`config.mk`:
```
export PLATFORM = sky130hd
export DESIGN_NAME = zx81_io_top
export DESIGN_NICKNAME = d
export VERILOG_FILES = /design/src/verilog/zx81_io_pkg.sv /design/src/verilog/zx81_io_top.sv /design/src/verilog/sync_generator.sv /design/src/verilog/joystick_mapper.sv /design/src/verilog/port_decode.sv /design/src/verilog/io_bus_ctrl.sv
export SDC_FILE = /design/constraint.sdc
export NUM_CORES = 1
export LEC_CHECK = 0
export ABC_AREA = 0
export CAP_MARGIN = 20
export CORE_ASPECT_RATIO = 1.2
export CORE_MARGIN = 4
export CORE_UTILIZATION = 65
export DETAILED_ROUTE_END_ITERATION = 16
export DONT_BUFFER_PORTS = 1
export PLACE_DENSITY_LB_ADDON = 0.05
export SKIP_CTS_REPAIR_TIMING = 1
export SYNTH_ARGS = -nofsm -noshare
export SYNTH_HDL_FRONTEND = slang
export SYNTH_SLANG_ARGS = --single-unit
export TNS_END_PERCENT = 10
```
`constraint.sdc`:
```
create_clock -name clk_sys -period 3.33 [get_ports clk_sys]
set_clock_uncertainty 0.05 [all_clocks]
set_input_delay 0.666 -clock clk_sys [delete_from_list [all_inputs] [get_ports clk_sys]]
set_output_delay 0.666 -clock clk_sys [all_outputs]
set_load 0.02 [all_outputs]
```
`src/verilog/zx81_io_pkg.sv`:
```
// Shared types and port constants for the ZX81 I/O port block.
// Every module of the block imports this package; the CPU side
// uses io_req_t and io_rsp_t for its request and response streams.

package zx81_io_pkg;

	// ==============================
	// Bus payloads
	// ==============================

	// CHROMA81 control byte, as written to 7FEF
	typedef struct packed {
		logic [1:0] unused;
		logic       enable;
		logic       attr_mode;
		logic [3:0] border;
	} chroma_ctrl_t;

	// OUT data byte, plain for ZXpand commands or as a CHROMA81 control word
	typedef union packed {
		logic [7:0]   raw;
		chroma_ctrl_t chroma;
	} io_wdata_u;

	// One CPU I/O cycle
	typedef struct packed {
		logic [15:0] addr;
		io_wdata_u   wdata;
		logic        write;
		logic        m1;
	} io_req_t;

	// Read data back to the CPU, FF for writes
	typedef logic [7:0] io_rsp_t;

	// ==============================
	// Static settings and outputs
	// ==============================

	// jsel: 0 Cursor, 1 Sinclair, 2 ZX81
	typedef struct packed {
		logic [1:0] jsel;
		logic       hz50;
		logic       chroma81_en;
	} io_cfg_t;

	typedef struct packed {
		logic hsync;
		logic vsync;
		logic nmi_n;
	} sync_t;

	// Port addresses and ids
	localparam logic [15:0] ZXP_PORT  = 16'hE007;
	localparam logic [15:0] CH81_PORT = 16'h7FEF;
	localparam logic [7:0]  CH81_ID   = 8'hDF;

	// ZXpand commands and the byte each one leaves in the port
	localparam logic [7:0] ZXP_CMD_HIGH = 8'hAA;
	localparam logic [7:0] ZXP_VAL_HIGH = 8'hF0;
	localparam logic [7:0] ZXP_CMD_LOW  = 8'h55;
	localparam logic [7:0] ZXP_VAL_LOW  = 8'h0F;
	localparam logic [7:0] ZXP_CMD_JOY  = 8'hA0;

	// Line timing in 3.25 MHz enables
	localparam logic [7:0] HSYNC_ON  = 8'd15;
	localparam logic [7:0] HSYNC_OFF = 8'd31;
	localparam logic [7:0] LINE_LAST = 8'd206;

endpackage
```
`src/verilog/zx81_io_top.sv`:
```
// Top level of the ZX81 I/O port block.
// Takes CPU I/O cycles on a valid/ready request stream, answers on a
// response stream, and drives the sync and CHROMA81 outputs.

`timescale 1ns/1ps

module zx81_io_top #(
	parameter int CE_DIV_LOG2 = 4
) (
	input  logic                      clk_sys,
	input  logic                      reset,

	input  zx81_io_pkg::io_req_t      req,
	input  logic                      req_valid,
	output logic                      req_ready,

	output zx81_io_pkg::io_rsp_t      rsp,
	output logic                      rsp_valid,
	input  logic                      rsp_ready,

	input  zx81_io_pkg::io_cfg_t      cfg,
	// Active low key rows, active high joystick
	input  logic [4:0]                key_rows,
	input  logic [4:0]                joy,

	output zx81_io_pkg::sync_t        sync,
	output zx81_io_pkg::chroma_ctrl_t chroma
);

	logic                 acc;
	zx81_io_pkg::io_req_t acc_req;
	logic [7:0]           rd_data;
	logic                 kbd_rd;
	logic                 zxp_sel;
	logic [4:0]           key_cols;
	logic [7:0]           zxp_data;

	// ==============================
	// Bus side
	// ==============================

	io_bus_ctrl i_bus (
		.clk_sys   (clk_sys),
		.reset     (reset),
		.req       (req),
		.req_valid (req_valid),
		.req_ready (req_ready),
		.rsp       (rsp),
		.rsp_valid (rsp_valid),
		.rsp_ready (rsp_ready),
		.acc       (acc),
		.acc_req   (acc_req),
		.rd_data   (rd_data)
	);

	port_decode i_decode (
		.clk_sys  (clk_sys),
		.reset    (reset),
		.acc      (acc),
		.acc_req  (acc_req),
		.cfg      (cfg),
		.key_cols (key_cols),
		.zxp_data (zxp_data),
		.rd_data  (rd_data),
		.kbd_rd   (kbd_rd),
		.zxp_sel  (zxp_sel),
		.chroma   (chroma)
	);

	// ==============================
	// Joystick and sync
	// ==============================

	joystick_mapper i_joy (
		.clk_sys  (clk_sys),
		.reset    (reset),
		.acc      (acc),
		.acc_req  (acc_req),
		.zxp_sel  (zxp_sel),
		.jsel     (cfg.jsel),
		.joy      (joy),
		.key_rows (key_rows),
		.key_cols (key_cols),
		.zxp_data (zxp_data)
	);

	sync_generator #(
		.CE_DIV_LOG2 (CE_DIV_LOG2)
	) i_sync (
		.clk_sys (clk_sys),
		.reset   (reset),
		.acc     (acc),
		.acc_req (acc_req),
		.kbd_rd  (kbd_rd),
		.sync    (sync)
	);

endmodule

```
`src/verilog/sync_generator.sv`:
```
// ZX81 line sync and NMI generation.
// Divides clk_sys down to the 3.25 MHz enable, counts 207 enables per
// line, and drives hsync, the NMI latch and the keyboard-driven vsync.

`timescale 1ns/1ps

module sync_generator #(
	parameter int CE_DIV_LOG2 = 4
) (
	input  logic                 clk_sys,
	input  logic                 reset,

	input  logic                 acc,
	input  zx81_io_pkg::io_req_t acc_req,
	input  logic                 kbd_rd,

	output zx81_io_pkg::sync_t   sync
);

	import zx81_io_pkg::*;

	logic [CE_DIV_LOG2-1:0] ce_cnt;
	logic                   ce_3m25;
	logic [7:0]             line_cnt;
	logic                   hsync;
	logic                   nmi_latch;
	logic                   vs;
	logic                   vsync;
	logic                   out_cycle;

	assign out_cycle = acc & acc_req.write;

	// ==============================
	// 3.25 MHz enable
	// ==============================

	always_ff @(posedge clk_sys) begin
		if (reset) begin
			ce_cnt <= '0;
		end else begin
			ce_cnt <= ce_cnt + 1'b1;
		end
	end

	assign ce_3m25 = &ce_cnt;

	// ==============================
	// Line counter and hsync
	// ==============================

	always_ff @(posedge clk_sys) begin
		if (reset) begin
			line_cnt <= '0;
			hsync    <= 1'b0;
		end else if (acc & acc_req.m1) begin
			// Interrupt acknowledge restarts the line
			line_cnt <= '0;
			hsync    <= 1'b0;
		end else if (ce_3m25) begin
			line_cnt <= (line_cnt == LINE_LAST) ? 8'd0 : line_cnt + 8'd1;
			if (line_cnt == HSYNC_ON) begin
				hsync <= 1'b1;
			end
			if (line_cnt == HSYNC_OFF) begin
				hsync <= 1'b0;
			end
		end
	end

	// ==============================
	// NMI latch and vsync
	// ==============================

	// OUT FE turns the NMI generator on, OUT FD turns it off
	always_ff @(posedge clk_sys) begin
		if (reset) begin
			nmi_latch <= 1'b0;
		end else if (out_cycle & (acc_req.addr[0] ^ acc_req.addr[1])) begin
			nmi_latch <= acc_req.addr[1];
		end
	end

	// Keyboard read starts vertical sync, any OUT ends it
	always_ff @(posedge clk_sys) begin
		if (reset) begin
			vs    <= 1'b0;
			vsync <= 1'b0;
		end else begin
			if (out_cycle & ~nmi_latch) begin
				vs <= 1'b0;
			end
			if (kbd_rd & ~nmi_latch) begin
				vs <= 1'b1;
			end
			// Clean copy, only moves outside hsync
			if (~hsync) begin
				vsync <= vs;
			end
		end
	end

	assign sync = '{hsync: hsync, vsync: vsync, nmi_n: ~(nmi_latch & hsync)};

endmodule

```
`src/verilog/joystick_mapper.sv`:
```
// Joystick to keyboard mapping and the ZXpand joystick port.
// Folds the joystick into the key columns in Cursor, Sinclair or ZX81
// layout, and answers ZXpand commands written to port E007.

`timescale 1ns/1ps

module joystick_mapper (
	input  logic                 clk_sys,
	input  logic                 reset,

	input  logic                 acc,
	input  zx81_io_pkg::io_req_t acc_req,
	input  logic                 zxp_sel,

	input  logic [1:0]           jsel,
	// right, left, down, up, fire from bit 0
	input  logic [4:0]           joy,
	input  logic [4:0]           key_rows,

	output logic [4:0]           key_cols,
	output logic [7:0]           zxp_data
);

	import zx81_io_pkg::*;

	logic       zxp_use;
	logic       cursor;
	logic [4:0] joy_zx;
	logic [4:0] joy_s1;
	logic [4:0] joy_c1;
	logic [4:0] joy_c2;
	logic [4:0] joy_mask;

	// ==============================
	// Key column mapping
	// ==============================

	assign cursor = (jsel == 2'd0);

	// ZX81 layout on keys 6 7 8 9 0
	assign joy_zx = {5{jsel[1]}} & {joy[2], joy[3], joy[0], joy[1], joy[4]};

	// Sinclair 1 on the same row
	assign joy_s1 = {5{jsel[0]}} & {joy[1:0], joy[2], joy[3], joy[4]};

	// Cursor 6 7 8 and 0, with left on key 5 of the other half row
	assign joy_c1 = {5{cursor}} & {joy[2], joy[3], joy[0], 1'b0, joy[4]};
	assign joy_c2 = {5{cursor}} & {joy[1], 4'b0000};

	// A12 low selects the 6..0 row, A11 low the 1..5 row
	assign joy_mask = {5{zxp_use}}
		| (({5{acc_req.addr[12]}} | ~(joy_s1 | joy_c1 | joy_zx))
		& ({5{acc_req.addr[11]}} | ~joy_c2));

	assign key_cols = key_rows & joy_mask;

	// ==============================
	// ZXpand joystick port
	// ==============================

	always_ff @(posedge clk_sys) begin
		if (reset) begin
			zxp_use  <= 1'b0;
			zxp_data <= 8'hFF;
		end else if (acc & acc_req.write & zxp_sel) begin
			case (acc_req.wdata.raw)
				ZXP_CMD_HIGH: zxp_data <= ZXP_VAL_HIGH;
				ZXP_CMD_LOW:  zxp_data <= ZXP_VAL_LOW;
				ZXP_CMD_JOY: begin
					// Joystick now read through ZXpand, keys left alone
					zxp_use  <= 1'b1;
					zxp_data <= {~joy[3:0], ~joy[4], 3'b000};
				end
				default: zxp_data <= 8'hFF;
			endcase
		end
	end

endmodule

```
`src/verilog/port_decode.sv`:
```
// Port address decode for the ZX81 I/O block.
// Selects keyboard, ZXpand and CHROMA81 ports for each accepted cycle,
// holds the CHROMA81 control register and builds the read byte.

`timescale 1ns/1ps

module port_decode (
	input  logic                      clk_sys,
	input  logic                      reset,

	// Accepted cycle
	input  logic                      acc,
	input  zx81_io_pkg::io_req_t      acc_req,

	input  zx81_io_pkg::io_cfg_t      cfg,

	// From the joystick mapper
	input  logic [4:0]                key_cols,
	input  logic [7:0]                zxp_data,

	output logic [7:0]                rd_data,
	output logic                      kbd_rd,
	output logic                      zxp_sel,
	output zx81_io_pkg::chroma_ctrl_t chroma
);

	import zx81_io_pkg::*;

	logic is_rd;
	logic is_wr;
	logic kbd_sel;
	logic ch81_sel;

	// Tape input is not wired in this block
	localparam logic TAPE_IN = 1'b0;

	// ==============================
	// Address decode
	// ==============================

	// Interrupt acknowledge is neither an IN nor an OUT
	assign is_rd = ~acc_req.write & ~acc_req.m1;
	assign is_wr =  acc_req.write & ~acc_req.m1;

	// Keyboard answers on any even port
	assign kbd_sel  = ~acc_req.addr[0];
	assign zxp_sel  = ~acc_req.m1 & (acc_req.addr == ZXP_PORT);
	assign ch81_sel = ~acc_req.m1 & (acc_req.addr == CH81_PORT) & cfg.chroma81_en;

	assign kbd_rd = acc & is_rd & kbd_sel;

	// ==============================
	// Read data mux
	// ==============================

	always_comb begin
		casez ({is_rd & kbd_sel, is_rd & zxp_sel, is_rd & ch81_sel})
			3'b1??: rd_data = {TAPE_IN, cfg.hz50, 1'b0, key_cols};
			3'b01?: rd_data = zxp_data;
			3'b001: rd_data = CH81_ID;
			default: rd_data = 8'hFF;
		endcase
	end

	// ==============================
	// CHROMA81 control register
	// ==============================

	// Held at zero while the add-on is switched off
	always_ff @(posedge clk_sys) begin
		if (reset | ~cfg.chroma81_en) begin
			chroma <= '0;
		end else if (acc & is_wr & ch81_sel) begin
			chroma <= acc_req.wdata.chroma;
		end
	end

endmodule

```
`src/verilog/io_bus_ctrl.sv`:
```
// Request/response handshake for the I/O port block.
// Accepts one CPU I/O cycle per clock, hands it to the port logic
// for that clock and returns the answer from a one-entry register.

`timescale 1ns/1ps

module io_bus_ctrl (
	input  logic                 clk_sys,
	input  logic                 reset,

	// Request stream from the CPU side
	input  zx81_io_pkg::io_req_t req,
	input  logic                 req_valid,
	output logic                 req_ready,

	// Response stream to the CPU side
	output zx81_io_pkg::io_rsp_t rsp,
	output logic                 rsp_valid,
	input  logic                 rsp_ready,

	// Accepted cycle towards the port blocks
	output logic                 acc,
	output zx81_io_pkg::io_req_t acc_req,
	input  logic [7:0]           rd_data
);

	// ==============================
	// Flow control
	// ==============================

	// Room when the slot is empty or drains this clock
	assign req_ready = ~rsp_valid | rsp_ready;
	assign acc       = req_valid & req_ready;

	// Port blocks only look at acc_req while acc is high
	assign acc_req = req;

	// ==============================
	// Response slot
	// ==============================

	always_ff @(posedge clk_sys) begin
		if (reset) begin
			rsp_valid <= 1'b0;
		end else if (acc) begin
			rsp_valid <= 1'b1;
		end else if (rsp_ready) begin
			rsp_valid <= 1'b0;
		end
	end

	// Read answer or FF for an OUT
	always_ff @(posedge clk_sys) begin
		if (acc) begin
			rsp <= req.write ? 8'hFF : rd_data;
		end
	end

endmodule

```
==> results of run 1 <==
-- cell families (layout without fill, tap and decap cells) --
family / count (synthesis) / after routing
adders and majority gates: 4 / 4
and+or+nand+nor: 99 / 99
AOI/OAI and AO/OA: 53 / 53
muxes: 4 / 4
xor gates and xnor gates: 9 / 9
DFF: 40 / 40
buffers and inverters: 21 / 18
-- cells in the final DEF, fill, tap and decap left out, types with 3 or more instances in the layout --
cell      synthesis  routed
dfxtp_1          32      32
o311ai_0          3       3
nor3_1            6       6
nand2b_1          4       4
a22oi_1           4       4
clkbuf_4          0       5
o21ai_0          16      16
xnor2_1           8       8
edfxtp_1          8       8
and2_1            3       3
inv_1            10      10
nand4_1          11      11
a21oi_1          17      17
nor2b_1           3       3
ha_1              4       4
nand3_1           7       7
or4_1             3       3
nor2_1           23      23
a211oi_1          6       6
nor4_1            4       4
nand4b_1          4       4
nand2_1          17      17
mux2i_1           4       4
-- worst max-delay path: cells and delay by family --
family             cells  cell delay [ns]
and+or+nand+nor        3             1.39
AOI/OAI and AO/OA      1             0.32
-- cells in the mapped netlist, types with 2 or more instances --
cell	count
edfxtp_1	8
a21oi_1	17
or4_1	3
clkbuf_1	6
nand4b_1	4
nand3_1	7
nor3_1	6
o211ai_1	2
o21ai_0	16
a22oi_1	4
inv_1	10
nand2_1	17
nand2b_1	4
nor3b_1	2
and2_1	3
nor4_1	4
buf_1	2
xnor2_1	8
ha_1	4
buf_4	2
a211oi_1	6
nand4bb_1	2
dfxtp_1	32
mux2i_1	4
nor2b_1	3
o311ai_0	3
nor2_1	23
nand4_1	11
-- layer usage --
metal	routed length, um	vias to the layer above	global-route usage, %
met5	0	-	0
met4	125	0	10.8
met3	519	14	6.89
met2	2150	106	37.8
met1	1800	769	29.7
li1	-	836	-
-- per-stage QoR --
stage                     power [mW]  hold WS (ns)  std cells  utilization, %  area [sq um]
after global placement         0.574         0.379        255            66.6          2030
final                          0.896         0.314        263            69.3          2120
after detailed placement       0.577         0.389        255            66.6          2030
after floorplan                0.571         0.368        230               -          2050
after global routing           0.930         0.281        263            69.3          2120
after CTS                      0.903         0.293        263            69.3          2120
-- final cells by class --
type	count	area (sq um)	area share (%)
clock inverters	3	45.0	2.13
flip-flops and latches	40	881	41.6
multi-input cells	169	1070	50.6
inverters	10	37.5	1.77
clock buffers	5	37.5	1.77
well taps	36	45.0	2.13
-- flip-flops by register name, summed over array words and instances, names as in the netlist --
name / cells
i_bus.rsp: 8
i_decode.chroma: 8
i_sync.line_cnt: 8
i_joy.zxp_data: 6
i_sync.ce_cnt: 4
i_bus.rsp_valid: 1
i_joy.zxp_use: 1
i_sync.hsync: 1
i_sync.nmi_latch: 1
i_sync.vs: 1
i_sync.vsync: 1
-- worst max path at each step --
stage / end / cells after the start
after floorplan: i_bus.rsp[0] / 5
final: i_bus.rsp[0] / 4
after global placement: i_bus.rsp[1] / 4
after global routing: i_bus.rsp[0] / 4
after CTS: i_bus.rsp[0] / 4
after detailed placement: i_bus.rsp[0] / 4
-- power breakdown --
group	total (mW)	internal, mW	leakage, nW	switching (mW)
sequential	0.515	0.504	0.325	0.0113
clock	0.330	0.161	0.0461	0.169
combinational	0.0510	0.0213	0.283	0.0297
==> results_dict.tcl, run 1 <==
set metrics [dict create \
    run_status "finished, final reports clean" \
    numCtsBuffers 5 \
    ys_ff_latch 40 \
    yosysWarnings 0 \
    initial_core_util_pct 67.0 \
    holdPathStages 1 \
    antenna_cells 0 \
    grt_max_degree 22 \
    drt_iter0_drc 83 \
    rows 22 \
    slew-limit-headroom_pct 44.2 \
    clk_latency_ns 0.35 \
    crit_path_top_delay_cell "or4_1" \
    fp.dieH_um 69.5 \
    setup_ws_ns 1.01 \
    grt_pass1_vias 1772 \
    endpoint_kind "register" \
    synthFlopType "dfxtp_1" \
    die_w_um 59.2 \
    syn-num-nets 278 \
    ir_drop_v 0.000498 \
    grt_setup_unrepaired "no" \
    power_density_nw_per_um2 423 \
    synth_top_family_by_area "simple AND/OR/NAND/NOR gates" \
    crit_path_start "req[15]" \
    timing.rr.end "i_decode.chroma[1]" \
    clock.fmax_ghz 0.431 \
    syn_area_sq_um 2050 \
    finalSetupViolCount 0 \
    netlist_top_cells_area "dfxtp_1 31%, edfxtp_1 12%, nor2_1 4.2%" \
    gp_congestion 0.789 \
    die_area_sq_um 4110 \
    htreeDepth 2 \
    io_buffers 0 \
    yosysSeqAreaShare_pct 43.1 \
    cp_data_required_time_ns 3.39 \
    crit_arrival_ns 2.38 \
    synth_fa_ha_area_share_pct 2.45 \
    antenna_left 0 \
    synth_top_area_share_pct 31.3 \
    n_fill_cell 237 \
    nNetsFinal 274 \
    hold_end "i_sync.nmi_latch" \
    yosysUniqueCellTypes 45 \
    r2r_start "i_bus.rsp_valid" \
    yosysTopAreaCell "dfxtp_1" \
    clk_pin_slew_ns 0.13 \
    cp_slowest_stage_delay_ns 0.76 \
    cts_buffer_depth 2 \
    wirelength_mm 4.59 \
    timing.final.max_slew_violations 0 \
    layout_min_cycle_time_ns 2.32 \
    synth_enable_flop_cells 8 \
    synth_xor_area_share_pct 3.85 \
    vias_per_cell 6.56 \
    routedWlPerCell_um 17.4 \
    path_max_fanout 9 \
    maxCapViolCount 0 \
    critical_path.startpoint_type "input port" \
    hp-start "reset" \
    ff2ff_path_depth 4 \
    cts_num_sinks 40 \
    worst_slew_pin_slew_ns 0.835 \
    synth.mux.area_fraction_pct 1.96 \
    hpwlAfterDp_mm 3.66 \
    antenna_found_initial 0 \
    num_vias 1725 \
    hold_violations 0 \
    hold_path.class "in -> reg" \
    synth_cells 230 \
    syn_to_final_growth_pct 3.49 \
    grt_pass1_wl_mm 7.75 \
    synth_compound_area_share_pct 17.0 \
    post-route-drc-count 0 \
    grt.total_usage_pct 24.0 \
    async_flop_share_pct 0 \
    io_pins 65 \
    dp_slack_ns 0.634 \
    drt_pre_antenna_iters 4 \
    tns_ns 0 \
    p_leak_nw 0.654 \
    syn_avg_cell_area_sq_um 8.89 \
    coreArea_sq_um 3060 \
    cts_tree "built" \
    path_class "in -> reg" \
    gr-total-overflow 0 \
    fin_crit_sh_pct 69.7 \
    r2r_slack_ns 1.52 \
    cp_cell_sequence "or4_4 -> or4_1 -> o41ai_4 -> nand2_1" \
    cts-root-buf "clkbuf_4" \
    yosys.area_share.simple_pct 27.1 \
    drive_gt1_share_pct 7.05 \
]
No activity file was read; power rests on OpenSTA's default activity.
==> run 2, diff against run 1 <==
--- a/config.mk
+++ b/config.mk
@@ -9,7 +9,7 @@
 export CAP_MARGIN = 20
 export CORE_ASPECT_RATIO = 1.2
 export CORE_MARGIN = 4
-export CORE_UTILIZATION = 65
+export CORE_UTILIZATION = 56
 export DETAILED_ROUTE_END_ITERATION = 16
 export DONT_BUFFER_PORTS = 1
 export PLACE_DENSITY_LB_ADDON = 0.05
==> constraint.sdc (replaced) <==
create_clock -name clk_sys -period 1.9 [get_ports clk_sys]
set_clock_uncertainty 0.05 [all_clocks]
set_input_delay 0.38 -clock clk_sys [delete_from_list [all_inputs] [get_ports clk_sys]]
set_output_delay 0.38 -clock clk_sys [all_outputs]
set_load 0.02 [all_outputs]
==> results_dict.tcl, run 2 (synthesis gave the netlist of run 1 again) <==
set metrics [dict create \
    io_pins 65 \
    cts-root-buf "clkbuf_8" \
    run_status "finished, final reports clean" \
    gp_congestion 0.821 \
    grt_pass1_vias 1777 \
    cp_data_required_time_ns 1.88 \
    drt_iter0_drc 99 \
    drt_pre_antenna_iters 4 \
    fin_crit_sh_pct 99.8 \
    layout_common_cells "32 x dfxtp_1, 23 x nor2_1, 17 x nand2_1, 17 x a21oi_1, 16 x o21ai_0" \
    numCtsBuffers 5 \
    power_density_nw_per_um2 702 \
    critical_path.startpoint_type "input port" \
    place_inst 262 \
    io_buffers 0 \
    die_w_um 63.2 \
    stdcell_count 270 \
    antenna_cells 0 \
    fp.dieH_um 74.2 \
    crit_arrival_ns 1.87 \
    grt_max_degree 22 \
    vias_per_cell 6.47 \
    antenna_found_initial 0 \
    layout_min_cycle_time_ns 1.90 \
    final_common_cell "dfxtp_1" \
    cts_buffer_depth 2 \
    hpwlAfterDp_mm 3.76 \
    post-route-drc-count 0 \
    antenna_left 0 \
    p_leak_nw 0.687 \
    finalSetupViolCount 0 \
    top_regs "i_bus.rsp: 8 flops, i_decode.chroma: 8 flops, i_sync.line_cnt: 8 flops" \
    slew-limit-headroom_pct 63.2 \
    grt_pass1_wl_mm 7.83 \
    gr-total-overflow 0 \
    rows 23 \
    hold_violations 0 \
    clock.fmax_ghz 0.527 \
    cts_num_sinks 40 \
    maxCapViolCount 0 \
    wirelength_mm 4.71 \
    drive_gt1_share_pct 9.01 \
    nNetsFinal 280 \
    grt.total_usage_pct 21.2 \
    endpoint_kind "register" \
    timing.final.max_slew_violations 0 \
    hold_path.class "in -> reg" \
    path_max_fanout 7 \
    grt_setup_unrepaired "yes" \
    routedWlPerCell_um 17.5 \
    clk_pin_slew_ns 0.08 \
    die_area_sq_um 4690 \
    htreeDepth 2 \
    initial_core_util_pct 59.7 \
    path_class "in -> reg" \
    cts_tree "built" \
    worst_slew_pin_slew_ns 0.551 \
    ir_drop_v 0.000419 \
    coreArea_sq_um 3420 \
    fin_util_pct 63.6 \
    num_vias 1748 \
    clk_latency_ns 0.28 \
    syn_to_final_growth_pct 6.42 \
]
-- run 2: path summary, 6_finish.rpt --
kind	startpoint	to	slack (ns)	depth (start not counted)
setup reg to reg	i_sync.ce_cnt[0]	i_sync.line_cnt[7]	0.33	5
setup / recovery	req[19]	i_bus.rsp[0]	0.004	4
hold / removal	reset	i_bus.rsp_valid	0.11	1
hold reg to reg	i_sync.ce_cnt[0]	i_sync.ce_cnt[0]	0.41	1
-- run 2: stage by stage --
step	total power, mW	setup TNS [ns]	worst slack, ns	hold slack [ns]	area (sq um)
5_1_grt	1.60	-0.146	-0.0666	0.0886	2180
4_1_cts	1.54	0	0.00515	0.0996	2170
3_3_place_gp	1.01	-3.34	-0.263	0.375	2080
3_5_place_dp	1.02	-3.70	-0.304	0.400	2080
6_report	1.53	0	0.00425	0.107	2180
2_1_floorplan	1.00	-2.58	-0.292	0.368	2050
-- run 2: critical path, stage by stage --
cell and delay (ns):
or4_4 0.52, or4_4 0.61, o41ai_4 0.27, nand2_1 0.10
-- run 2: cell type report --
cell class / count / area [sq um]
Multi-Input combinational cell: 169 / 1090
Timing Repair Buffer: 6 / 45.0
Sequential cell: 40 / 881
Inverter: 10 / 37.5
Clock inverter: 1 / 5.00
Fill cell: 279 / 1250
Clock buffer: 7 / 76.3
Tap cell: 37 / 46.3
-- run 2: layer usage --
metal  track usage, %  share of wire [%]  wire length (um)
met1             25.2                 41              1920
met2             37.0                 49              2310
met3             6.50                8.4               394
met4             6.95                1.9                91
met5                0                  0                 0
-- run 2: report_power, final --
| group | switching [mW] | internal [mW] |
|---|---|---|
| logic | 0.0565 | 0.0408 |
| clock network | 0.274 | 0.258 |
| registers | 0.0179 | 0.882 |
